### src/hw/mem_consts.svh
`ifndef MEM_CONSTS_SVH
`define MEM_CONSTS_SVH

// register and data width
`define MEM_XLEN 64

// register number width
`define MEM_REGNO_W 5

// bytes per doubleword and byte offset width
`define MEM_BYTES 8
`define MEM_OFFS_W 3

// doubleword address bits of the data RAM, 256 entries
`define MEM_RAM_AW_DEFAULT 8

`endif

### src/hw/mem_pkg.sv
`include "mem_consts.svh"

package mem_pkg;

  typedef enum logic [3:0] {
    op_other = 4'd0,
    op_lb,
    op_lbu,
    op_lh,
    op_lhu,
    op_lw,
    op_lwu,
    op_ld,
    op_sb,
    op_sh,
    op_sw,
    op_sd
  } mem_op_e;

  typedef enum logic {
    acc_idle,
    acc_wait_data
  } acc_state_e;

  typedef struct packed {
    mem_op_e                  op;
    logic [`MEM_XLEN-1:0]     alu_result;  // address for loads and stores
    logic [`MEM_XLEN-1:0]     rs2_value;
    logic [`MEM_REGNO_W-1:0]  rd_regno;
    logic                     update_rd;
    logic                     branch_taken;
    logic                     mm_load;
    logic [`MEM_XLEN-1:0]     pc_target;
  } stage_in_t;

  typedef struct packed {
    mem_op_e                  op;
    logic [`MEM_XLEN-1:0]     alu_result;
    logic [`MEM_XLEN-1:0]     rs2_value;
    logic [`MEM_REGNO_W-1:0]  rd_regno;
    logic                     update_rd;
    logic                     branch_taken;
    logic                     mm_load;
    logic [`MEM_XLEN-1:0]     pc_target;
    logic [`MEM_XLEN-1:0]     mdata;
  } stage_out_t;

  typedef struct packed {
    logic                               en;
    logic                               write;
    logic [`MEM_XLEN-`MEM_OFFS_W-1:0]   dw_addr;  // cut down by the RAM
    logic [`MEM_XLEN-1:0]               wdata;
    logic [`MEM_BYTES-1:0]              byte_en;
  } mem_req_t;

  function automatic logic op_is_load(mem_op_e op);
    return op inside {op_lb, op_lbu, op_lh, op_lhu, op_lw, op_lwu, op_ld};
  endfunction

  function automatic logic op_is_store(mem_op_e op);
    return op inside {op_sb, op_sh, op_sw, op_sd};
  endfunction

  // log2 of the access size in bytes
  function automatic logic [1:0] op_size(mem_op_e op);
    case (op)
      op_lb, op_lbu, op_sb: return 2'd0;
      op_lh, op_lhu, op_sh: return 2'd1;
      op_lw, op_lwu, op_sw: return 2'd2;
      default:              return 2'd3;
    endcase
  endfunction

endpackage

### src/hw/load_align.sv
`timescale 1ns/1ns
`include "mem_consts.svh"

module load_align (
  input  mem_pkg::mem_op_e          op,
  input  logic [`MEM_OFFS_W-1:0]    offset,
  input  logic [`MEM_XLEN-1:0]      rdata,
  output logic [`MEM_XLEN-1:0]      load_value
);
  import mem_pkg::*;

  logic [`MEM_OFFS_W-1:0] offs;
  logic [`MEM_XLEN-1:0]   field;

  // align down to the access size, then bring the field to bit 0
  assign offs  = offset & ({`MEM_OFFS_W{1'b1}} << op_size(op));
  assign field = rdata >> {offs, 3'b000};

  always_comb begin
    case (op)
      op_lb: begin
        load_value = {{(`MEM_XLEN-8){field[7]}}, field[7:0]};
      end
      op_lbu: begin
        load_value = {{(`MEM_XLEN-8){1'b0}}, field[7:0]};
      end
      op_lh: begin
        load_value = {{(`MEM_XLEN-16){field[15]}}, field[15:0]};
      end
      op_lhu: begin
        load_value = {{(`MEM_XLEN-16){1'b0}}, field[15:0]};
      end
      op_lw: begin
        load_value = {{(`MEM_XLEN-32){field[31]}}, field[31:0]};
      end
      op_lwu: begin
        load_value = {{(`MEM_XLEN-32){1'b0}}, field[31:0]};
      end
      op_ld: begin
        load_value = rdata;  // whole doubleword
      end
      default: begin
        load_value = '0;  // stores and other ops
      end
    endcase
  end

endmodule

### config.mk
export PLATFORM = sky130hd
export DESIGN_NAME = load_align
export DESIGN_NICKNAME = d
export VERILOG_FILES = /design/src/hw/mem_pkg.sv /design/src/hw/load_align.sv
export VERILOG_INCLUDE_DIRS = /design/src /design/src/hw
export SDC_FILE = /design/constraint.sdc
export NUM_CORES = 1
export LEC_CHECK = 0
export ABC_AREA = 1
export BUFFER_PORTS_ARGS = -buffer_cell sky130_fd_sc_hd__buf_2
export CAP_MARGIN = 20
export CORE_AREA = 2 2 93 95
export DETAILED_ROUTE_END_ITERATION = 10
export DIE_AREA = 0 0 95 97
export PLACE_DENSITY = 0.61
export SLEW_MARGIN = 25
export SYNTH_ARGS = -nofsm -noshare
export SYNTH_HDL_FRONTEND = slang
export SYNTH_SLANG_ARGS = --single-unit
### constraint.sdc
create_clock -name vclk -period 3
set_input_delay 0 -clock vclk [all_inputs]
set_output_delay 0 -clock vclk [all_outputs]
set_load 0.01 [all_outputs]
* Word-level counts from Yosys, hierarchy flattened *
Memory sizes are Yosys's and may differ from the RTL's.
Cells that the tools add are included.

cells by class
  eq/ne operators = 7
  shifts and indexed selects = 2
  multiplexer cells = 1
  bitwise operators = 1

operator list
  cell                 count
  $pmux 64 s7          1
  $shr 64x6->32        1
  $eq 4x3->1 const B   4
  $eq 4x2->1 const B   2
  $eq 4x1->1 const B   1
  $and 3x3->3          1
  $shl 3x2->3 const A  1

word-level totals
  flip-flop bits (word level) = 0
  memory bits (read-only) = 32
  output and inout bits = 64
  memories = 1

memory list
  name             words  bits a word  rd ports  clocked after memory_dff  write ports  RTL line       text
  (no name shown)  16     2            1         0                         0            mem_pkg.sv:66  case (op)

* Longest topological paths before layout *
An unclocked memory read counts as a cell.

  depth in word-level cells = 5
  mapped depth = 17
  depth with buffers taken out = 14

* Worst setup path after synthesis *
No wires, ideal clock.

  path kind = input port to output port
  start = input op[1]
  end = output load_value[11]
  arrival time = 1.672 ns
  data required time = 3.000 ns
  slack = 1.328 ns
  stages on the path = 11
  buffers on the path = 3
  cells stage by stage = inv_1 > ha_1 > nand2_1 > a21oi_4 > nand2_4 > buf_6 > buf_6 > buf_6 > o21ai_0 > o21ai_0 > o211ai_1

on the way
  cells in the longest elaborated chain, start to end = 5
  elaborated cells between the ends (all ways) = 12
  those cells by class = eq/ne: 7; shift: 2; mux: 1; bitwise: 1; memory: 1

RTL lines
  item                RTL line          text
  start: declaration  load_align.sv:5   input mem_pkg::mem_op_e op,
  $mem_v2 16x2        n/a
  $shl 3x2->3         load_align.sv:16  assign offs = offset & ({`MEM_OFFS_W{1'b1}} << op_size(op));
  $and 3x3->3         load_align.sv:16
  $shr 64x6->32       load_align.sv:17  assign field = rdata >> {offs, 3'b000};
  $pmux 64 s7 *       load_align.sv:20  case (op)
  end: declaration    load_align.sv:8   output logic [`MEM_XLEN-1:0] load_value

Every way passes the cells marked *; elsewhere a longest branch is shown, timed or not.

* Worst setup path in the final report *
  start = input op[0]
  end = output load_value[42]

Same word-level chain as after synthesis.

==> summary.md <==
| Metric | Value |
|---|---|
| Run status | `finished clean` |
| Post-synth design cell area | `around 2700 um^2` |
| Unique masters post-synth | `24` |
| Reported max-cap violation count | `0` |
| Number of standard cells in the layout, taps in and fillers out | `812` |
| Horizontal die dimension | `95 um` |
| Global-route wire length before repair | `approximately 18 mm` |
| Count of TritonRoute iterations in the first routing pass | `5` |
| Kind of capture point of the worst setup path | `primary output` |
| Cell area after layout | `around 3400 um^2` |
| Largest net degree at the start of global routing | `53` |
| TNS Setup | `0 ns` |
| Area growth from synthesis to layout | `25.1%` |
| Worst Hold Class | `input port to primary output` |
| Number of routed nets with antenna violations | `0` |
| Max rail drop VDD | `0.0668 mV` |
| Reg power frac | `0%` |
| Area of the core | `approximately 8100 um^2` |
| Setup slack after layout | `about 0.52 ns` |
| Critical hold path startpoint | `rdata[5]` |
| Leading cell types in the layout, fill and taps excluded | `sky130_fd_sc_hd__nand2_1 (212), sky130_fd_sc_hd__buf_2 (135), sky130_fd_sc_hd__nor2_1 (77)` |
| Area used by sequential logic in the layout | `0 um^2` |
| Number of standard-cell rows in the floorplan | `33` |
| Cell repeated most along the worst path | `sky130_fd_sc_hd__nand2_1` |
| Count of cells resized by post-cts repair | `0` |
| Residual DRC | `0` |
| Post-synth top area cell | `sky130_fd_sc_hd__nand2_1` |
| Count of routing violations after the opening detailed-route iteration | `371` |
| Total length of routed wires | `between 10 and 15 mm` |
| Vias in the first global route | `3717` |
| Count of buffers added by post-CTS timing repair for setup | `0` |
| Startpoint types | `input port` |
| Cell type of the slowest stage on the worst timing path | `sky130_fd_sc_hd__nand2_4` |
| Combinational cell fraction of total power | `between 90% and 100%` |
| Leakage | `between 0.002 and 0.0025 uW` |
| Seq/Total Area, Yosys | `0%` |
| Post-layout total power | `roughly 580 uW` |
| Total of clock buffers placed in the layout | `0` |
| Number of buffers added on ports | `roughly 140` |
| Largest cells by area after synthesis | `sky130_fd_sc_hd__nand2_1 (29%), sky130_fd_sc_hd__o21ai_0 (13%), sky130_fd_sc_hd__nor2_1 (11%), sky130_fd_sc_hd__inv_1 (8.3%), sky130_fd_sc_hd__nand3_1 (7.5%)` |
| Die Ht | `97 um` |
| Highest Signal Layer | `met4` |
| Antenna violations before repair | `0` |
| Setup repair after global routing missed its margin | `false` |
| Transition time of the tightest slew-check pin | `roughly 0.74 ns` |
| Post-synth net total | `about 670` |
| Critical path's largest stage delay | `roughly 0.35 ns` |
| Fin crit share | `between 80% and 90%` |
| Hold bufs inserted after CTS | `0` |
| Final Hold Fails | `0` |
| Switching share of power | `~65%` |
| Count of placed standard cells including taps | `812` |
| Number of fill cells in the layout | `950` |
| Maximum fanout along the worst path | `52` |
| Most common cell after layout, fill and taps aside | `sky130_fd_sc_hd__nand2_1` |
| Placement-stage cell area | `3410 um^2` |
| Total met2 wirelength after detailed routing | `about 5.2 mm` |
| Area share of the largest cell type after synthesis | `29.2%` |
| Relative slew slack | `50.1%` |
| Count of flip-flops and latches | `0` |
| Setup crit end | `load_value[42]` |
| Via count | `~4100` |
| NumNets Final | `785` |
| Initial core utilization | `between 30 and 40%` |
| IO Count | `135` |
| DR vias/cell | `5.10` |
| Data arrival time at the worst-slack endpoint | `2.48 ns` |
| Avg Cell Area, Syn | `between 4 and 5 um^2` |
| Post-layout minimum cycle time | `2.48 ns` |
| Fin. max-slew vios | `0` |
| Launching element of the worst setup path | `op[0]` |
| Count of antenna diodes in the layout | `0` |
| Met1 wire length | `slightly below 6 mm` |
| Final RePlAce weighted congestion | `about 0.96` |
| Place WS | `0.553 ns` |
| Data required time at the worst endpoint | `3.00 ns` |
| Post-detailed-placement half-perimeter wirelength | `between 9 and 10 mm` |
| Critical path class | `input port to primary output` |
| Total power divided by cell area | `169 nW/um^2` |
| Mean routed wirelength per cell | `around 15 um` |
| Portion of total power attributed to the clock network | `0%` |
| Aggregate global-route resource usage | `~25%` |
| Floorplan die area | `9220 um^2` |
| Leftover overflow at the end of global routing | `0` |
| Setup-violating endpoint count in the final report | `0` |
| Cells after synthesis | `596` |
| Total internal power | `199 uW` |
| Crit-path cells | `buf_2 > inv_1 > ha_1 > nand2_1 > a21oi_4 > nand2_4 > nand2_1 > nand3_1 > nand3_1 > nand3_4 > nand2_1 > inv_2 > buf_4 > nand2_1 > buf_2` |
| Routed met3 length | `slightly above 900 um` |
| Timing-limited maximum frequency | `roughly 400 MHz` |
| Switching component of the power | `377 uW` |
| Fraction of layout instances using a drive strength above 1 | `~23%` |
| Synth warnings | `0` |
-- cell usage after synthesis, types with 2 or more instances --
library cell	instances
sky130_fd_sc_hd__nand3_2	2
sky130_fd_sc_hd__o21ai_0	72
sky130_fd_sc_hd__nand2_1	212
sky130_fd_sc_hd__o21ai_1	17
sky130_fd_sc_hd__a21oi_1	35
sky130_fd_sc_hd__inv_1	60
sky130_fd_sc_hd__ha_1	5
sky130_fd_sc_hd__nand2_2	2
sky130_fd_sc_hd__a21boi_0	13
sky130_fd_sc_hd__nand3_1	41
sky130_fd_sc_hd__inv_2	2
sky130_fd_sc_hd__clkinv_1	2
sky130_fd_sc_hd__o211ai_1	5
sky130_fd_sc_hd__clkbuf_1	18
sky130_fd_sc_hd__buf_2	9
sky130_fd_sc_hd__nand3_4	2
sky130_fd_sc_hd__buf_6	10
sky130_fd_sc_hd__nor2_2	2
sky130_fd_sc_hd__nor2_1	79
sky130_fd_sc_hd__nand4_1	4
-- metal layers --
layer / GRT usage (%) / up-vias
li1: - / 2125
met1: 37.6 / 1827
met2: 39.3 / 191
met3: 0.857 / 2
met4: 1.78 / 0
met5: 0 / -
-- worst max-delay path, delay by kind of cell --
kind / cells / cell delay [ns]
AND/OR/NAND/NOR: 8 / 1.28
adder cells (fa/ha/maj): 1 / 0.28
buffers and inverters: 5 / 0.57
AO/OA/AOI/OAI: 1 / 0.34
-- stage by stage --
stage                     util (%)  hold slack [ns]
after detailed placement      41.9            0.296
after global routing          41.9            0.313
after CTS                     41.9            0.298
after global placement        41.9            0.294
final                         41.9            0.297
after floorplan                  -            0.124
-- cell type report --
class | instances | area (um^2) | share of cell area [%]
inverters | 64 | 240 | 7.04
multi-input cells | 495 | 2270 | 66.4
repair buffers | 148 | 773 | 22.7
well taps | 105 | 131 | 3.85
-- worst min path at each step --
stage                         end  depth (start not counted)
floorplan           load_value[0]                          2
global placement    load_value[4]                          4
detailed placement  load_value[4]                          4
CTS                 load_value[4]                          4
global route        load_value[4]                          4
finish              load_value[5]                          4
-- power by group through the flow --
stage	registers, uW	clock network, uW	logic, uW
finish	0	0	576
global route	0	0	638
CTS	0	0	571
detailed placement	0	0	568
global placement	0	0	563
floorplan	0	0	353
-- kinds of logic (layout without fill, tap and decap cells) --
kind of cell             Yosys count  count (layout)  synth area share, %
adder cells (fa/ha/maj)            5               5                 2.29
AO/OA/AOI/OAI                    144             144                 28.6
AND/OR/NAND/NOR                  346             346                 52.0
buffers and inverters            101             212                 17.1
Note: power is estimated with default switching activity, not from simulation.
