`src/hw/mem_consts.svh`:
```
`ifndef MEM_CONSTS_SVH
`define MEM_CONSTS_SVH

// register and data width
`define MEM_XLEN 64

// register number width
`define MEM_REGNO_W 5

// bytes per doubleword and byte offset width
`define MEM_BYTES 8
`define MEM_OFFS_W 3

// doubleword address bits of the data RAM, 256 entries
`define MEM_RAM_AW_DEFAULT 8

`endif

```
`src/hw/mem_pkg.sv`:
```
`include "mem_consts.svh"

package mem_pkg;

  typedef enum logic [3:0] {
    op_other = 4'd0,
    op_lb,
    op_lbu,
    op_lh,
    op_lhu,
    op_lw,
    op_lwu,
    op_ld,
    op_sb,
    op_sh,
    op_sw,
    op_sd
  } mem_op_e;

  typedef enum logic {
    acc_idle,
    acc_wait_data
  } acc_state_e;

  typedef struct packed {
    mem_op_e                  op;
    logic [`MEM_XLEN-1:0]     alu_result;  // address for loads and stores
    logic [`MEM_XLEN-1:0]     rs2_value;
    logic [`MEM_REGNO_W-1:0]  rd_regno;
    logic                     update_rd;
    logic                     branch_taken;
    logic                     mm_load;
    logic [`MEM_XLEN-1:0]     pc_target;
  } stage_in_t;

  typedef struct packed {
    mem_op_e                  op;
    logic [`MEM_XLEN-1:0]     alu_result;
    logic [`MEM_XLEN-1:0]     rs2_value;
    logic [`MEM_REGNO_W-1:0]  rd_regno;
    logic                     update_rd;
    logic                     branch_taken;
    logic                     mm_load;
    logic [`MEM_XLEN-1:0]     pc_target;
    logic [`MEM_XLEN-1:0]     mdata;
  } stage_out_t;

  typedef struct packed {
    logic                               en;
    logic                               write;
    logic [`MEM_XLEN-`MEM_OFFS_W-1:0]   dw_addr;  // cut down by the RAM
    logic [`MEM_XLEN-1:0]               wdata;
    logic [`MEM_BYTES-1:0]              byte_en;
  } mem_req_t;

  function automatic logic op_is_load(mem_op_e op);
    return op inside {op_lb, op_lbu, op_lh, op_lhu, op_lw, op_lwu, op_ld};
  endfunction

  function automatic logic op_is_store(mem_op_e op);
    return op inside {op_sb, op_sh, op_sw, op_sd};
  endfunction

  // log2 of the access size in bytes
  function automatic logic [1:0] op_size(mem_op_e op);
    case (op)
      op_lb, op_lbu, op_sb: return 2'd0;
      op_lh, op_lhu, op_sh: return 2'd1;
      op_lw, op_lwu, op_sw: return 2'd2;
      default:              return 2'd3;
    endcase
  endfunction

endpackage

```
`src/hw/mem_wb_reg.sv`:
```
`timescale 1ns/1ns
`include "mem_consts.svh"

module mem_wb_reg (
  input  logic                  clk,
  input  logic                  reset,
  input  logic                  enable,
  input  logic                  flush,
  input  logic                  ready,
  input  mem_pkg::stage_in_t    stage_in,
  input  logic [`MEM_XLEN-1:0]  load_value,
  output mem_pkg::stage_out_t   stage_out
);

  always_ff @(posedge clk) begin
    if (reset || flush) begin
      stage_out <= '0;  // bubble into write-back
    end else if (enable && ready) begin
      stage_out.op           <= stage_in.op;
      stage_out.alu_result   <= stage_in.alu_result;
      stage_out.rs2_value    <= stage_in.rs2_value;
      stage_out.rd_regno     <= stage_in.rd_regno;
      stage_out.update_rd    <= stage_in.update_rd;
      stage_out.branch_taken <= stage_in.branch_taken;
      stage_out.mm_load      <= stage_in.mm_load;
      stage_out.pc_target    <= stage_in.pc_target;
      stage_out.mdata        <= load_value;
    end
  end

endmodule

```
`config.mk`:
```
export PLATFORM = sky130hd
export DESIGN_NAME = mem_wb_reg
export DESIGN_NICKNAME = d
export VERILOG_FILES = /design/src/hw/mem_pkg.sv /design/src/hw/mem_wb_reg.sv
export VERILOG_INCLUDE_DIRS = /design/src /design/src/hw
export SDC_FILE = /design/constraint.sdc
export NUM_CORES = 1
export LEC_CHECK = 0
export ABC_CLOCK_PERIOD_IN_PS = 970
export BUFFER_PORTS_ARGS = -buffer_cell sky130_fd_sc_hd__buf_2
export CORE_AREA = 2 2 208 210
export DETAILED_ROUTE_END_ITERATION = 16
export DIE_AREA = 0 0 210 212
export GPL_TIMING_DRIVEN = 0
export SYNTH_ARGS = -nofsm -noshare
export SYNTH_HDL_FRONTEND = slang
export SYNTH_SLANG_ARGS = --single-unit
```
`constraint.sdc`:
```
create_clock -name clk -period 0.97 [get_ports clk]
set_input_delay 0.194 -clock clk [delete_from_list [all_inputs] [get_ports clk]]
set_output_delay 0.194 -clock clk [all_outputs]
set_load 0.01 [all_outputs]
```
* Word-level counts from Yosys, hierarchy flattened
Index checks and enable logic that the tools add are counted.
** Word-level totals
- Flip-flop bits (word level) :: 268
- Logic and storage cells :: 11
** Cells by class
- Reductions and logical operators :: 2
** Operators with widths (number)
- 1-bit logical AND :: 1
- 1-bit logical OR :: 1

* Logic depth before layout (Yosys ltp)
Gate-level depths: netlist of run 1.
- Word-level depth :: 1
- Mapped depth :: 6
- Gate-level depth less buffers :: 2

* Worst setup path after synthesis of run 1
No wires, ideal clock.
- Kind :: input to register
- Start point :: input flush
- End point :: register stage_out[244] (netlist name)
- Library setup time :: 70 ps
- Data arrival time :: 918 ps
- Data required time :: 900 ps
- Path slack :: -18 ps
- Stages on the path :: 5
- Cells stage by stage :: or2_1 buf_6 buf_6 buf_2 a21oi_1
** On the way
- Longest elaborated chain between the ends :: 1
** Ends and longest elaborated chain
- start, declared :: RTL line mem_wb_reg.sv:8 : input logic flush,
- 1-bit logical OR :: RTL line mem_wb_reg.sv:16 : if (reset || flush) begin
- end, declared :: RTL line mem_wb_reg.sv:12 : output mem_pkg::stage_out_t stage_out
Every way passes these cells.
A chain may end at the register's enable or synchronous reset.

* Worst setup path after layout of run 1
- Start point :: register stage_out[36] (netlist name)
- End point :: output stage_out[36] (netlist name)
No word-level cell between the ends.

==> results of run 1 <==
==> metrics by stage <==
step | setup TNS (ps) | util [%] | area (µm²) | hold slack [ps] | instances
2_1_floorplan | -1430 | - | 12010 | 338.9 | 1223
5_1_grt | -68380 | 49.84 | 21190 | 258.4 | 2636
3_3_place_gp | -72650 | 36.19 | 15380 | 445.9 | 2307
6_report | -61020 | 49.84 | 21190 | 252.3 | 2636
4_1_cts | -67130 | 49.43 | 21010 | 234.6 | 2632
3_5_place_dp | -76810 | 36.19 | 15380 | 450.5 | 2307
==> synthesized netlist by cell type, drive strengths merged <==
library cell | number | share of area [%]
or2 | 1 | 0.053
a21bo | 268 | 23
clkbuf | 4 | 0.13
a21oi | 268 | 11
dfxtp | 268 | 45
buf | 146 | 9.1
nand3 | 268 | 11
==> worst max path at each step <==
stage | startpoint | to
floorplan | ready | stage_out[0]
global placement | ready | stage_out[134]
detailed placement | ready | stage_out[133]
CTS | stage_out[36] | stage_out[36]
global route | stage_out[36] | stage_out[36]
finish | stage_out[36] | stage_out[36]
==> power groups by stage <==
stage               sequential (W)  clock [W]  combinational, W
floorplan                   0.0117          0           0.00163
global placement            0.0116          0           0.00307
detailed placement          0.0116          0           0.00309
CTS                         0.0114     0.0121           0.00421
global route                0.0115     0.0126           0.00464
finish                      0.0115     0.0120           0.00434
==> layout make-up <==
class / count / area share (%)
clock buffer: 51 / 4.583
clock inverter: 3 / 0.3071
buffer: 150 / 5.758
multi-input combinational: 805 / 25.60
timing repair buffer: 813 / 33.53
tap: 546 / 3.225
sequential: 268 / 26.99
==> layer usage <==
metal  part of all wire, %  track usage [%]  vias to the layer above
met5                     0                0                        -
met4                   5.5            11.20                        0
met3                   7.0            4.874                      171
met2                    50            37.68                      616
met1                    37            22.98                     6202
li1                      -                -                     6083
==> cell families (layout without fill, tap and decap cells) <==
| group | after synthesis | in the layout | synth area share (%) |
|---|---|---|---|
| DFF | 268 | 268 | 45.35 |
| and+or+nand+nor | 269 | 269 | 11.39 |
| buffers and inverters | 150 | 1017 | 9.253 |
| AOI/OAI and AO/OA | 536 | 536 | 34.01 |
==> timing repair <==
item | in CTS | in global routing
hold endpoints to repair | 268 | 0
hold buffers | 268 | 0
setup buffers | 3 | 4
setup endpoints to repair | 268 | 268
cloned | 0 | 0
resized for setup | 535 | 40
==> reports/summary.txt, run 1 <==
clock share of power = 43.1%
antenna cells = 0
Setup CP Type = register to output pin
Buf/Inv on CP = 1
final hold vios = 0
CTS H-Tree Depth = 1
DR vias/cell = 4.959
Final period util = 128.9%
clock buffer count from CTS = 30
Cell Pwr Density = 1310 nW/µm²
worst-skew pair later-pin latency = 550 ps
VDD IR max = 1.375 mV
Hold WC Path Type = input port to register
All-Layer GR Usage = 20.97%
HPWL after detailed placement = 33,140 µm
total power = 0.02775 W
Hold Path Cell Cnt = 4
CTS Buffer Depth = 3
Routed WL = 50,030 µm
Area Growth Syn to Fin = 79.06%
FF-to-FF setup slack = 0 ps
commonest non-fill, non-tap cell in the layout = buf_6
Worst EP arrival = 1060 ps
Seq/Total Area, Yosys = 45.35%
Antenna Nets Post-Route = 0
initial core utilization = 27.83%
DP Worst Slack = -418.9 ps
syn_area_per_cell = 9.674 µm²
largest net degree at the start of global routing = 15
Final Setup Violations = 269
Lkg Pwr = 8.914 nW
Critical R2R Capture = stage_out[102]
FILL cells = 3,697
Synth Instances = 1,223
ordered cell list for the critical path = buf_6
fmax = 0.7997 GHz
fin crit period = 1250 ps
Multi-input gate area = 5424 µm²
most frequent cells in the layout = buf_6, buf_2, nand3_1, a21bo_2, dlygate4sd3_1
drt pass-1 iters = 5
initial antenna violation count = 0
number of global-route vias before repair = 13,520
number of I/O port buffers = 538
kind of cell adding the most delay to the critical path = flip-flops
die width = 210 µm
failing checks = negative setup slack
CTS tree = yes
Crit path largest cell delay = 360 ps
WHS Endpoint = stage_out[135]
Yosys cell types = 10
first-pass GRT wire length = 74,280 µm
sw frac = 24.76%
wire per inst = 18.98 µm
Seq cells post-synth = 268
total core area = 42,510 µm²
Critical R2R Launch = stage_out[102]
r2r worst-path depth = 3
Worst-path clk slew = 60 ps
vias after detailed routing = 13,070
I/O pin cnt = 541
clk sinks = 268
part of the power in registers = 41.3%
Comb pwr share = 15.7%
biggest regs = stage_out x268
RSZ-0062 raised after global routing = yes
CP endpoint kind = output pin
Layout Skew = 0 ps
net switching power = 0.006871 W
Hold Startpoint = enable
CTS root buffer = clkbuf_16
MaxCap Viol Count = 0
Final #Nets = 2,341
yosys warns = 0
status = finished, violations left
FF/Latch Area = 5718 µm²
final slew viol count = 0
final worst setup slack = -280.5 ps
die area = 44,520 µm²
drt initial violations = 816
syn nets = 1,496
P_int = 0.02088 W
Die Height = 212 µm
Mapped Area = 11,830 µm²
Startpoint Class = register
Worst Path Required = 780 ps
Top reg by flops = stage_out
layout cell share with drive strength beyond 1 = 61.58%
max FFs per register = 268
critical path fanouts, max = 2
gr ovfl total = 0
drc violations = 0
slew margin rel. = 66.20%
FP Rows = 76
Max stage delay cell, worst path = dfxtp_4
critical path depth = 1
Least-Margin Pin Slew = 507.0 ps
placer congestion estimate = 0.9140
(Power assumes the default switching activity.)
==> inputs of run 2 (changes only) <==
CORE_AREA = 2 2 211 213   (was 2 2 208 210)
CTS_BUF_LIST = sky130_fd_sc_hd__clkbuf_2   (was default)
DIE_AREA = 0 0 213 215   (was 0 0 210 212)
==> reports/summary.txt, run 2 <==
clock buffer count from CTS = 76
Yosys cell types = 10
FP Rows = 77
HPWL after detailed placement = 33,540 µm
Seq/Total Area, Yosys = 45.35%
die width = 213 µm
status = did not finish
yosys warns = 0
I/O pin cnt = 541
stop err = [ERROR RSZ-0060] Max buffer count reached.
CTS root buffer = clkbuf_2
top cells by area, synth = dfxtp_1, a21bo_2, a21oi_1, nand3_1, buf_6
Synth top cells by count = a21bo_2, a21oi_1, dfxtp_1, nand3_1, buf_2
Yosys top cell area share = 45.35%
Setup Buffers After CTS = 0
Post-synth EDFFs = 0
Exit stage = clock tree synthesis (4_1_cts)
placer congestion estimate = 0.8759
Mapped Area = 11,830 µm²
most common flop cell mapped by yosys = dfxtp_1
CTS resizes = 550
ys async rst share = 0%
clk sinks = 268
number of I/O port buffers = 538
Die Height = 215 µm
initial core utilization = 27.11%
Hold Buf Count CTS = 497
Placement Cell Area = 15,440 µm²
CTS H-Tree Depth = 3
syn_area_per_cell = 9.674 µm²
CTS Buffer Depth = 3
Seq cells post-synth = 268
largest area contributor in the netlist = dfxtp_1
syn nets = 1,496
Synth Instances = 1,223
-- run 2: cell families after synthesis --
kind of cell	Yosys count	synth area share [%]
flops	268	45.35
simple gates	269	11.39
compound gates	536	34.01
buf+inv	150	9.253
-- run 2: through the flow --
step / utilization [%] / TNS, ps / cells / hold WS, ps / setup slack (ps)
2_1_floorplan: - / -1430 / 1223 / 338.9 / -7.358
3_3_place_gp: 35.38 / -68630 / 2353 / 446.2 / -404.4
3_5_place_dp: 35.38 / -75470 / 2353 / 452.7 / -422.1
==> inputs of run 3 (changes only) <==
ABC_CLOCK_PERIOD_IN_PS = 1250   (was 970)
CORE_AREA = 2 2 209 211   (was 2 2 211 213)
CTS_BUF_LIST = default   (was sky130_fd_sc_hd__clkbuf_2)
DIE_AREA = 0 0 211 213   (was 0 0 213 215)
PLACE_DENSITY_LB_ADDON = 0.15   (was default)
clock period = 1.25 ns   (was 0.97 ns; I/O delays follow)
==> reports/summary.txt, run 3 (synthesized netlist as in run 1, its figures left out) <==
status = finished, violations left
failing checks = negative setup slack
Worst EP arrival = 1000 ps
Worst-path clk slew = 60 ps
wire per inst = 18.29 µm
Final period util = 100.4%
Die Height = 213 µm
ordered cell list for the critical path = buf_6
Crit path largest cell delay = 350 ps
critical path fanouts, max = 2
Max stage delay cell, worst path = dfxtp_2
slew margin rel. = 67.24%
vias after detailed routing = 12,520
clock buffer count from CTS = 35
Area Growth Syn to Fin = 77.27%
Hold WC Path Type = input port to register
Layout Skew = 0 ps
Lkg Pwr = 8.850 nW
final worst setup slack = -4.744 ps
largest net degree at the start of global routing = 12
CTS tree = yes
FP Rows = 76
CTS H-Tree Depth = 2
commonest non-fill, non-tap cell in the layout = buf_2
layout cell share with drive strength beyond 1 = 60.91%
Startpoint Class = register
die width = 211 µm
Routed WL = 48,240 µm
Antenna Nets Post-Route = 0
Least-Margin Pin Slew = 491.4 ps
DR vias/cell = 4.749
total core area = 42,700 µm²
Final #Nets = 2,340
CTS root buffer = clkbuf_16
biggest regs = stage_out x268
Cell Pwr Density = 1038 nW/µm²
sw frac = 25.68%
clock share of power = 44.2%
Buf/Inv on CP = 1
RSZ-0062 raised after global routing = yes
gr ovfl total = 0
P_int = 0.01618 W
Top reg by flops = stage_out
fmax = 0.7970 GHz
drt pass-1 iters = 5
drt initial violations = 493
initial antenna violation count = 1
clk sinks = 268
Worst Path Required = 1000 ps
Setup CP Type = register to output pin
placer congestion estimate = 0.8156
VDD IR max = 0.8170 mV
CTS Buffer Depth = 3
number of I/O port buffers = 538
initial core utilization = 27.71%
MaxCap Viol Count = 0
kind of cell adding the most delay to the critical path = flip-flops
worst-skew pair later-pin latency = 540 ps
Comb pwr share = 15.0%
final slew viol count = 0
final hold slack = 295.7 ps
fin crit period = 1255 ps
CP endpoint kind = output pin
HPWL after detailed placement = 34,010 µm
Final Setup Violations = 4
final hold vios = 0
part of the power in registers = 40.8%
max FFs per register = 268
drc violations = 0
DP Worst Slack = -161.0 ps
first-pass GRT wire length = 72,840 µm
most frequent cells in the layout = buf_2, buf_6
die area = 44,940 µm²
FILL cells = 4,055
I/O pin cnt = 541
net switching power = 0.005590 W
All-Layer GR Usage = 20.65%
number of global-route vias before repair = 12,990
==> run 3: final cells by class <==
type | count | area (µm²) | share of cell area, %
timing repair buffer | 807 | 7034 | 33.54
sequential | 268 | 5704 | 27.20
multi-input combinational | 805 | 5371 | 25.61
buffer | 150 | 1095 | 5.220
clock buffer | 50 | 1012 | 4.826
tap | 546 | 683.2 | 3.257
clock inverter | 10 | 71.32 | 0.3400
antenna | 1 | 2.502 | 0.01193
==> run 3: power groups by stage <==
stage / clock [W] / combinational (W) / sequential [W]
finish: 0.00963 / 0.00326 / 0.00889
global route: 0.0103 / 0.00351 / 0.00890
CTS: 0.00994 / 0.00325 / 0.00888
detailed placement: 0 / 0.00236 / 0.00900
global placement: 0 / 0.00235 / 0.00899
floorplan: 0 / 0.00121 / 0.00908
==> run 3: per-stage QoR <==
step / power, W / utilization, % / area [µm²] / setup TNS [ps] / std cells
floorplan: 0.01029 / - / 11830 / 0 / 1223
global placement: 0.01134 / 35.62 / 15210 / -17120 / 2307
detailed placement: 0.01136 / 35.62 / 15210 / -17990 / 2307
CTS: 0.02208 / 48.92 / 20890 / -2906 / 2635
global route: 0.02270 / 49.12 / 20970 / -2657 / 2636
finish: 0.02177 / 49.12 / 20970 / -10.91 / 2637
==> run 3: worst paths after layout <==
path | startpoint | to | slack (ps) | cells past startpoint
max | stage_out[0] | stage_out[0] | -5 | 1
min | reset | stage_out[130] | 300 | 5
max reg2reg | stage_out[178] | stage_out[178] | 400 | 3
min reg2reg | stage_out[176] | stage_out[176] | 570 | 2
==> run 3: metal layers <==
layer	track usage (%)	vias up	routed length, µm
met2	36.18	408	24170
met1	24.19	5940	19470
li1	-	6087	-
met5	0	-	0
met3	5.471	89	3110
met4	7.504	0	1486
==> run 3: what timing repair did <==
| item | in CTS | in global routing |
|---|---|---|
| hold buffers | 268 | 0 |
| hold endpoints to repair | 268 | 0 |
| gates cloned | 0 | 0 |
| setup buffers | 0 | 1 |
| endpoints found under the setup margin | 265 | 209 |
| gates resized for setup | 564 | 23 |
==> run 3: worst register-to-register path, stage by stage (launching register included) <==
cell     delay [ps]
dfxtp_2         330
buf_4           100
a21bo_2         210
a21oi_1         130
