--- src/hw/mem_consts.svh ---
`ifndef MEM_CONSTS_SVH
`define MEM_CONSTS_SVH

// register and data width
`define MEM_XLEN 64

// register number width
`define MEM_REGNO_W 5

// bytes per doubleword and byte offset width
`define MEM_BYTES 8
`define MEM_OFFS_W 3

// doubleword address bits of the data RAM, 256 entries
`define MEM_RAM_AW_DEFAULT 8

`endif

--- src/hw/mem_pkg.sv ---
`include "mem_consts.svh"

package mem_pkg;

  typedef enum logic [3:0] {
    op_other = 4'd0,
    op_lb,
    op_lbu,
    op_lh,
    op_lhu,
    op_lw,
    op_lwu,
    op_ld,
    op_sb,
    op_sh,
    op_sw,
    op_sd
  } mem_op_e;

  typedef enum logic {
    acc_idle,
    acc_wait_data
  } acc_state_e;

  typedef struct packed {
    mem_op_e                  op;
    logic [`MEM_XLEN-1:0]     alu_result;  // address for loads and stores
    logic [`MEM_XLEN-1:0]     rs2_value;
    logic [`MEM_REGNO_W-1:0]  rd_regno;
    logic                     update_rd;
    logic                     branch_taken;
    logic                     mm_load;
    logic [`MEM_XLEN-1:0]     pc_target;
  } stage_in_t;

  typedef struct packed {
    mem_op_e                  op;
    logic [`MEM_XLEN-1:0]     alu_result;
    logic [`MEM_XLEN-1:0]     rs2_value;
    logic [`MEM_REGNO_W-1:0]  rd_regno;
    logic                     update_rd;
    logic                     branch_taken;
    logic                     mm_load;
    logic [`MEM_XLEN-1:0]     pc_target;
    logic [`MEM_XLEN-1:0]     mdata;
  } stage_out_t;

  typedef struct packed {
    logic                               en;
    logic                               write;
    logic [`MEM_XLEN-`MEM_OFFS_W-1:0]   dw_addr;  // cut down by the RAM
    logic [`MEM_XLEN-1:0]               wdata;
    logic [`MEM_BYTES-1:0]              byte_en;
  } mem_req_t;

  function automatic logic op_is_load(mem_op_e op);
    return op inside {op_lb, op_lbu, op_lh, op_lhu, op_lw, op_lwu, op_ld};
  endfunction

  function automatic logic op_is_store(mem_op_e op);
    return op inside {op_sb, op_sh, op_sw, op_sd};
  endfunction

  // log2 of the access size in bytes
  function automatic logic [1:0] op_size(mem_op_e op);
    case (op)
      op_lb, op_lbu, op_sb: return 2'd0;
      op_lh, op_lhu, op_sh: return 2'd1;
      op_lw, op_lwu, op_sw: return 2'd2;
      default:              return 2'd3;
    endcase
  endfunction

endpackage

--- src/hw/mem_access_ctrl.sv ---
`timescale 1ns/1ns
`include "mem_consts.svh"

module mem_access_ctrl (
  input  logic                clk,
  input  logic                reset,
  input  logic                enable,
  input  logic                flush,
  input  mem_pkg::stage_in_t  stage_in,
  output mem_pkg::mem_req_t   mem_req,
  output logic                ready
);
  import mem_pkg::*;

  acc_state_e              state;
  acc_state_e              state_next;
  logic                    is_load;
  logic                    is_store;
  logic [1:0]              size;
  logic [`MEM_OFFS_W-1:0]  offs;
  logic [`MEM_BYTES-1:0]   size_mask;
  logic                    issue;

  assign is_load  = op_is_load(stage_in.op);
  assign is_store = op_is_store(stage_in.op);
  assign size     = op_size(stage_in.op);

  // low offset bits below the access size are dropped
  assign offs = stage_in.alu_result[`MEM_OFFS_W-1:0] & ({`MEM_OFFS_W{1'b1}} << size);

  always_comb begin
    case (size)
      2'd0:    size_mask = 8'h01;
      2'd1:    size_mask = 8'h03;
      2'd2:    size_mask = 8'h0f;
      default: size_mask = 8'hff;
    endcase
  end

  // stores go straight through, loads issue once from idle
  assign issue = enable && !flush && (is_store || (is_load && state == acc_idle));

  always_comb begin
    mem_req.en      = issue;
    mem_req.write   = is_store;
    mem_req.dw_addr = stage_in.alu_result[`MEM_XLEN-1:`MEM_OFFS_W];
    mem_req.wdata   = stage_in.rs2_value << {offs, 3'b000};  // move to byte lane
    mem_req.byte_en = size_mask << offs;
  end

  always_comb begin
    state_next = state;
    case (state)
      acc_idle: begin
        if (issue && is_load) begin
          state_next = acc_wait_data;
        end
      end
      acc_wait_data: begin
        state_next = acc_idle;  // read data is back after one cycle
      end
      default: begin
        state_next = acc_idle;
      end
    endcase
  end

  always_ff @(posedge clk) begin
    if (reset) begin
      state <= acc_idle;
    end else begin
      state <= state_next;
    end
  end

  // only a load still waiting for its read holds the producer
  assign ready = flush || !is_load || (state == acc_wait_data);

endmodule

--- config.mk ---
export PLATFORM = sky130hd
export DESIGN_NAME = mem_access_ctrl
export DESIGN_NICKNAME = d
export VERILOG_FILES = /design/src/hw/mem_pkg.sv /design/src/hw/mem_access_ctrl.sv
export VERILOG_INCLUDE_DIRS = /design/src /design/src/hw
export SDC_FILE = /design/constraint.sdc
export NUM_CORES = 1
export LEC_CHECK = 0
export BUFFER_PORTS_ARGS = -buffer_cell sky130_fd_sc_hd__buf_2
export CAP_MARGIN = 30
export CELL_PAD_IN_SITES_DETAIL_PLACEMENT = 0
export CELL_PAD_IN_SITES_GLOBAL_PLACEMENT = 1
export CORE_AREA = 2 2 132 134
export DETAILED_ROUTE_END_ITERATION = 6
export DIE_AREA = 0 0 134 136
export GPL_ROUTABILITY_DRIVEN = 0
export PLACE_DENSITY = 0.78
export SLEW_MARGIN = 20
export SYNTH_ARGS = -nofsm -noshare
export SYNTH_HDL_FRONTEND = slang
export SYNTH_SLANG_ARGS = --single-unit
--- constraint.sdc ---
create_clock -name clk -period 2.9 [get_ports clk]
set_input_delay 0.58 -clock clk [delete_from_list [all_inputs] [get_ports clk]]
set_output_delay 0.58 -clock clk [all_outputs]
set_load 0.02 [all_outputs]
## Word level (Yosys, flattened, before mapping)

Memory sizes are Yosys's and may differ from the RTL's.
Cells that the tools add are included.

| operators by class | value |
|---|---|
| multiplexer cells | 3 |
| reduce and logical (&&, ||, !) cells | 12 |
| bitwise operators | 2 |
| shift operators | 3 |
| eq/ne operators | 13 |

Operator list:

| cell | number |
|---|---|
| left shift 64 x 6 -> 64 bit | 1 |
| one-hot mux 8 bit (3 select lines) | 1 |
| == test 4 x 3 -> 1 bit, second input constant | 4 |
| == test 4 bit, second input constant | 4 |
| == test 4 x 2 -> 1 bit, second input constant | 2 |
| left shift 8 x 3 -> 8 bit | 1 |
| nonzero test 7 bit | 1 |
| == test 4 x 1 -> 1 bit, second input constant | 1 |
| logical AND 1 bit | 4 |
| nonzero test 4 bit | 1 |
| AND 3 bit | 1 |
| logical OR 1 bit | 3 |
| left shift 3 x 2 -> 3 bit, first input constant | 1 |
| == test 2 x 1 -> 1 bit, second input constant | 1 |
| == test 2 bit, second input constant | 1 |
| logical NOT 1 bit | 2 |
| logical NOT 2 bit | 1 |
| one-hot mux 1 bit (2 select lines) | 1 |
| two-way mux 1 bit | 1 |
| inverter 1 bit | 1 |

| word-level totals | value |
|---|---|
| input port bits | 208 |
| bits in read-only memories | 32 |
| output and inout bits | 136 |
| memories kept | 1 |
| register bits | 1 |

Memories:

| name | words | width | read ports | clocked after Yosys merged registers in | wr ports | RTL line | text |
|---|---|---|---|---|---|---|---|
| (no name shown) | 16 | 2 | 1 | 0 | 0 | mem_pkg.sv:66 | `case (op)` |

## Longest topological paths before layout

Gate-level depths: netlist of run 1.

| logic depth | value |
|---|---|
| depth in word-level cells | 8 |
| mapped depth | 9 |
| gate-level depth less buffers | 7 |

## Worst setup path before layout of run 1

No wires, ideal clock.

| timing | value |
|---|---|
| kind | input to output |
| from | input stage_in[200] (netlist bit) |
| to | output mem_req[45] (netlist bit) |
| cell stages on the path | 9 |
| setup slack | -0.135 ns |
| required time | 2.320 ns |
| data arrival time | 2.455 ns |
| path through | inv_1 > ha_1 > and3b_1 > nor2_2 > buf_2 > buf_2 > nor3_1 > o21a_1 > o31ai_1 |

RTL lines:

| what | RTL line | text |
|---|---|---|
| start: declaration | mem_access_ctrl.sv:9 | `input mem_pkg::stage_in_t stage_in,` |
| end: declaration | mem_access_ctrl.sv:10 | `output mem_pkg::mem_req_t mem_req,` |

==> summary.txt, run 1 <==
Run status
  • Outcome: complete, but fails checks
  • Violated checks: setup timing

Clock network
  • Cts hold-fix bufs: 0
  • Clk_lat worst skew: 0 ns
  • Clock-pin slew on the worst setup and hold paths: 0 ns

Global route
  • Largest net degree at the start of global routing: 40
  • Antenna violations before repair: 4
  • First-pass GRT wire length: 28.1 mm
  • Vias in the first global route: 4737
  • GRT Util Overall: 0.193
  • GRT overflow: 0

Worst setup path
  • Reg2reg path depth: 2
  • CP Max Fanout: 6
  • Launch point of the worst reg-to-reg path: state
  • Startpoint types: primary input
  • WP data arrival: 2.57 ns
  • Worst Setup SP: stage_in[201]
  • CP endpoint kind: output port
  • Crit Path Class: primary input to output port
  • Worst Path Required: 2.32 ns
  • Reg2Reg Setup Slack: 2.03 ns
  • RR Endpoint: state
  • Worst Setup EP: mem_req[60]

STA
  • Final Max Slew Viols: 0
  • Final Hold Vio Count: 0
  • Slack of the critical path: -0.248 ns
  • Endpoints failing setup: 62
  • Worst slew pin tran: 0.425 ns
  • Tcrit/Tclk final: 1.09
  • RSZ-0062 raised after global routing: yes
  • Tmin final: 3.15 ns
  • Fmax achieved: 0.318 GHz
  • Layout Skew: 0 ns
  • Slew margin rel.: 0.717

Final layout
  • Fraction of layout cells with a size suffix above 1: 0.596
  • Layout area overhead: 89.9%
  • Final #Nets: 915
  • Fin area: 6440 µm²
  • Most common cell after layout, fill and taps aside: buf_4
  • Largest registers: state: 1 flops
  • Layout fillers: 1636
  • Commonest cells after routing, fill and taps aside: 100 x buf_4, 81 x buf_2, 71 x buf_6
  • Reg with most FFs: state
  • Max FFs per register: 1

Synth
  • Synthesized area: 3390 µm²
  • Area fraction of the dominant cell type after synthesis: 0.155
  • Synth Net Count: 737
  • Ys Warns: 0
  • Main synth FF type: dfxtp_1
  • Xor/xnor share of the synthesized area: 0
  • Post-synthesis simple-gate area fraction: 0.288
  • EDFF count, synth: 0
  • Post-synthesis area per instance: 6.48 µm²
  • Synth Area in Compound Gates: 0.350
  • Count of cell types in the netlist: 50
  • Adder-cell area share of the yosys netlist: 0.0184
  • Largest family of logic cells by synthesized area: compound AO/OA/AOI/OAI gates
  • Sequential area share after synthesis: 0.00590
  • Mapped Cells: 524
  • Post-synthesis mux area share: 0.106
  • FFs w/ async S/R, synth: 0
  • Area contributors post-synth: buf_4 15%, mux2i_1 9.7%, o31ai_1 8.6%, or3_1 6.8%, a221o_1 6.8%
  • Largest area contributor in the netlist: buf_4
  • Synth Register Bits: 1

Floorplanning
  • Die Wd: 134 µm
  • # rows: 48
  • I/O pins: 344
  • Starting Density: 0.201
  • Die Span Y: 136 µm
  • CORE AREA: 16900 µm²
  • Die Area: 18200 µm²

Pwr
  • Pint: 0.000843 W
  • NetSw: 0.000886 W
  • Clk pwr share: 0
  • Sequential share of power: 0.008
  • Sw frac: 0.512
  • Leak: 2.82 nW
  • Worst IR drop on VDD: 0.0875 mV
  • Comb pwr share: 0.992
  • Cell Pwr Density: 268 nW/µm²

Placed design
  • Pre-CTS WS: -0.306 ns
  • Area of placed instances: 4630 µm²
  • Port buffer count: 149
  • Dpl hpwl: 13.2 mm

Routing
  • Post-Route WL: 19.9 mm
  • DRC Markers: 0
  • Via Count: 5160
  • Antenna viol nets, final: 0
  • Via density: 5.55
  • Post-DR wirelength/cell: 21.4 µm
  • Drt pass-1 iters: 6
  • 1st-iter DRT viols: 441

Worst hold path
  • Hold Path Class: flip-flop to flip-flop

Flow run
  • MaxCap Viol Count: 0
## through the flow
stage               instances  hold WS [ns]  total power, W   util  TNS (ns)
floorplan                 524         0.484        0.000822      -         0
global placement          875         0.512         0.00121  0.274    -14.55
detailed placement        875         0.522         0.00122  0.274    -14.72
CTS                       912         0.522         0.00155  0.346     -5.77
global route              926         0.543         0.00182  0.381    -11.01
finish                    930         0.515         0.00173  0.382     -7.92
## power groups by stage
stage,Sequential [W],Combinational (W),Clock (W)
final,0.0000144,0.00171,0.000000000231
after global routing,0.0000144,0.00180,0.0000000000461
after CTS,0.0000144,0.00153,0
after detailed placement,0.0000144,0.00120,0
after global placement,0.0000144,0.00120,0
after floorplan,0.0000144,0.000808,0
## final cells by class
type                    count  area [µm²]  share of cell area
well taps                 225         282              0.0437
flip-flops and latches      1        20.0             0.00311
repair buffers            291        2750               0.426
multi-input cells         394        3320               0.515
inverters                  14        67.6              0.0105
diodes                      5        12.5             0.00194
## how the worst min path moves through the flow
stage | from | to | slack (ns) | cells after the start
final | state | state | 0.52 | 2
after global routing | state | state | 0.54 | 2
after CTS | state | state | 0.52 | 2
after detailed placement | state | state | 0.52 | 2
after global placement | state | state | 0.51 | 2
after floorplan | state | state | 0.48 | 2
## kinds of logic after synthesis
family | Yosys count
AOI/OAI and AO/OA | 161
adders and majority gates | 5
buffers and inverters | 129
DFF | 1
muxes | 35
and+or+nand+nor | 193
## synthesized netlist by cell type (12+ instances only)
cell type   n
buf_4      70
nor2_1     55
o31ai_1    39
or3_1      37
nand3_1    36
mux2i_1    33
a21oi_1    31
buf_2      26
a221o_1    23
nand2_1    23
o21ai_0    22
clkbuf_1   16
a211o_1    14
inv_1      13
nor3_1     12
## routing by layer
layer / vias up / share of wire / GRT usage
met2: 401 / 0.43 / 0.295
met1: 2393 / 0.41 / 0.266
met4: 2 / 0.045 / 0.0656
li1: 2274 / - / -
met5: - / 0.00065 / 0
met3: 90 / 0.11 / 0.0418
## what timing repair did
| item | in CTS | in global routing |
|---|---|---|
| gates resized for setup | 213 | 119 |
| gates cloned | 9 | 6 |
| pin swaps | 42 | 57 |
| setup endpoints to repair | 70 | 69 |
| setup buffers | 31 | 18 |
## critical path, cell delays in order
cell and delay, ns:
buf_8 0.11, inv_8 0.05, ha_4 0.19, and3b_2 0.24, nor2_4 0.17, buf_6 0.13
buf_6 0.11, buf_8 0.12, o31ai_1 0.06, a222oi_1 0.34, buf_4 0.21, mux2i_1 0.08
buf_4 0.17
No activity file was read; power rests on OpenSTA's default activity.
==> run 2, diff against run 1 <==
--- a/constraint.sdc
+++ b/constraint.sdc
@@ -3,2 +3,2 @@
 set_output_delay 0.58 -clock clk [all_outputs]
-set_load 0.02 [all_outputs]
+set_load 0.005 [all_outputs]
==> run 2 against run 1 <==
The flow still finishes with violations (setup timing). Critical endpoint is now mem_req[34]. Critical path depth shrank 1. Utilization shrank 7.0 points. Wire length shrank 12%. Largest power group unchanged.
==> summary.txt, run 2 (synthesized netlist as in run 1, its figures left out) <==
Routing
  • Highest routed layer: met5
  • Post-DR wirelength/cell: 19.7 µm
  • Via Count: 4855
  • Drt pass-1 iters: 7
  • Routed wl met2: 8.85 mm
  • DRC Markers: 0
  • Antenna viol nets, final: 0
  • WL met1: 6.51 mm
  • Via density: 5.46
  • Routed wl met3: 1.68 mm
  • 1st-iter DRT viols: 517
  • Post-Route WL: 17.5 mm

Global route
  • GRT overflow: 0
  • Largest net degree at the start of global routing: 31
  • Antenna violations before repair: 5
  • First-pass GRT wire length: 25.0 mm
  • Vias in the first global route: 4447
  • GRT Util Overall: 0.171

Final layout
  • Register Area: 20.0 µm²
  • Layout fillers: 1817
  • Layout area overhead: 55.3%
  • Most common cell after layout, fill and taps aside: buf_2
  • Final #Nets: 879
  • Commonest cells after routing, fill and taps aside: 146 x buf_2, 66 x buf_4, 51 x nor2_1
  • Largest registers: state: 1 flops
  • Multi-input logic area: 2940 µm²
  • Reg with most FFs: state
  • Max FFs per register: 1
  • Fraction of layout cells with a size suffix above 1: 0.488

Pwr
  • Pint: 0.000584 W
  • Leak: 2.50 nW
  • Sw frac: 0.506
  • NetSw: 0.000599 W
  • Cell Pwr Density: 225 nW/µm²
  • Worst IR drop on VDD: 0.116 mV
  • Sequential share of power: 0.012
  • Clk pwr share: 0
  • Comb pwr share: 0.988

Floorplanning
  • Die Wd: 134 µm
  • Die Area: 18200 µm²
  • Die Span Y: 136 µm
  • I/O pins: 344
  • CORE AREA: 16900 µm²
  • Starting Density: 0.201
  • # rows: 48

STA
  • Endpoints failing setup: 34
  • RSZ-0062 raised after global routing: yes
  • Final Max Slew Viols: 0
  • Final setup TNS: -2.07 ns
  • Final Hold Vio Count: 0
  • Layout Skew: 0 ns
  • Worst slew pin tran: 0.445 ns
  • Hold slack: 0.515 ns
  • Tcrit/Tclk final: 1.05
  • Fmax achieved: 0.328 GHz
  • Tmin final: 3.05 ns
  • Slack of the critical path: -0.152 ns
  • Slew margin rel.: 0.703

Clock network
  • Clock-pin slew on the worst setup and hold paths: 0 ns
  • Clk_lat worst skew: 0 ns

Worst setup path
  • Worst Path Required: 2.32 ns
  • CP Max Fanout: 6
  • WP data arrival: 2.47 ns
  • CP endpoint kind: output port
  • Startpoint types: primary input
  • Crit Path Class: primary input to output port

Placed design
  • Port buffer count: 149
  • Dpl hpwl: 12.6 mm
  • Pre-CTS WS: -0.340 ns

Run status
  • Violated checks: setup timing
  • Outcome: complete, but fails checks

Worst hold path
  • Hold Path Class: flip-flop to flip-flop

Flow run
  • MaxCap Viol Count: 0
==> run 2: cell types whose count changed in the layout (fill, tap and decap cells not counted), sizes merged <==
| cell | previous run | this run |
|---|---|---|
| buf | 285 | 249 |
| diode | 5 | 1 |
==> run 2: worst max-delay path, stage by stage <==
cell and delay [ns]:
buf_8 0.11, inv_8 0.05, ha_4 0.20, and3b_2 0.27
nor2_4 0.14, buf_12 0.15, buf_8 0.13, clkbuf_16 0.14
o31ai_2 0.06, a221o_1 0.35, nor2_1 0.14, buf_2 0.13
==> run 2: path summary, 6_finish.rpt <==
path / depth (start not counted) / startpoint / end / slack (ns)
hold / removal: 2 / state / state / 0.51
setup / recovery: 12 / stage_in[201] / mem_req[34] / -0.15
hold reg to reg: 2 / state / state / 0.51
setup reg to reg: 2 / state / state / 2.04
==> run 2: final cells by class <==
| cell class | count | share of cell area |
|---|---|---|
| Antenna cell | 1 | 0.000475 |
| Timing Repair Buffer | 255 | 0.373 |
| Multi-Input combinational cell | 394 | 0.557 |
| Tap cell | 225 | 0.0534 |
| Inverter | 14 | 0.0128 |
| Sequential cell | 1 | 0.00380 |
==> run 2: repair_timing <==
| item | 4_1_cts | 5_1_grt |
|---|---|---|
| hold buffers | 0 | 0 |
| cloned | 4 | 6 |
| setup buffers | 18 | 13 |
| pin swaps | 23 | 32 |
| gates resized for setup | 54 | 64 |
| endpoints found under the setup margin | 69 | 54 |
==> run 2: metal layers <==
layer / track usage / up-vias
li1: - / 2207
met3: 0.0261 / 51
met2: 0.321 / 299
met4: 0.0260 / 6
met5: 0 / -
met1: 0.209 / 2292
==> run 2: stage by stage <==
stage               cells  utilization  instance area (µm²)  power [W]
floorplan             524            -                 3390   0.000574
global placement      854        0.258                 4350   0.000963
detailed placement    854        0.258                 4350   0.000970
CTS                   872        0.283                 4770    0.00107
global route          890        0.312                 5270    0.00127
finish                890        0.312                 5270    0.00118
==> run 2: power groups by stage <==
stage | clock, W | sequential (W) | combinational (W)
after global routing | 0.0000000000461 | 0.0000144 | 0.00126
final | 0.0000000000461 | 0.0000144 | 0.00117
after global placement | 0 | 0.0000144 | 0.000949
after CTS | 0 | 0.0000144 | 0.00105
after detailed placement | 0 | 0.0000144 | 0.000955
after floorplan | 0 | 0.0000144 | 0.000560
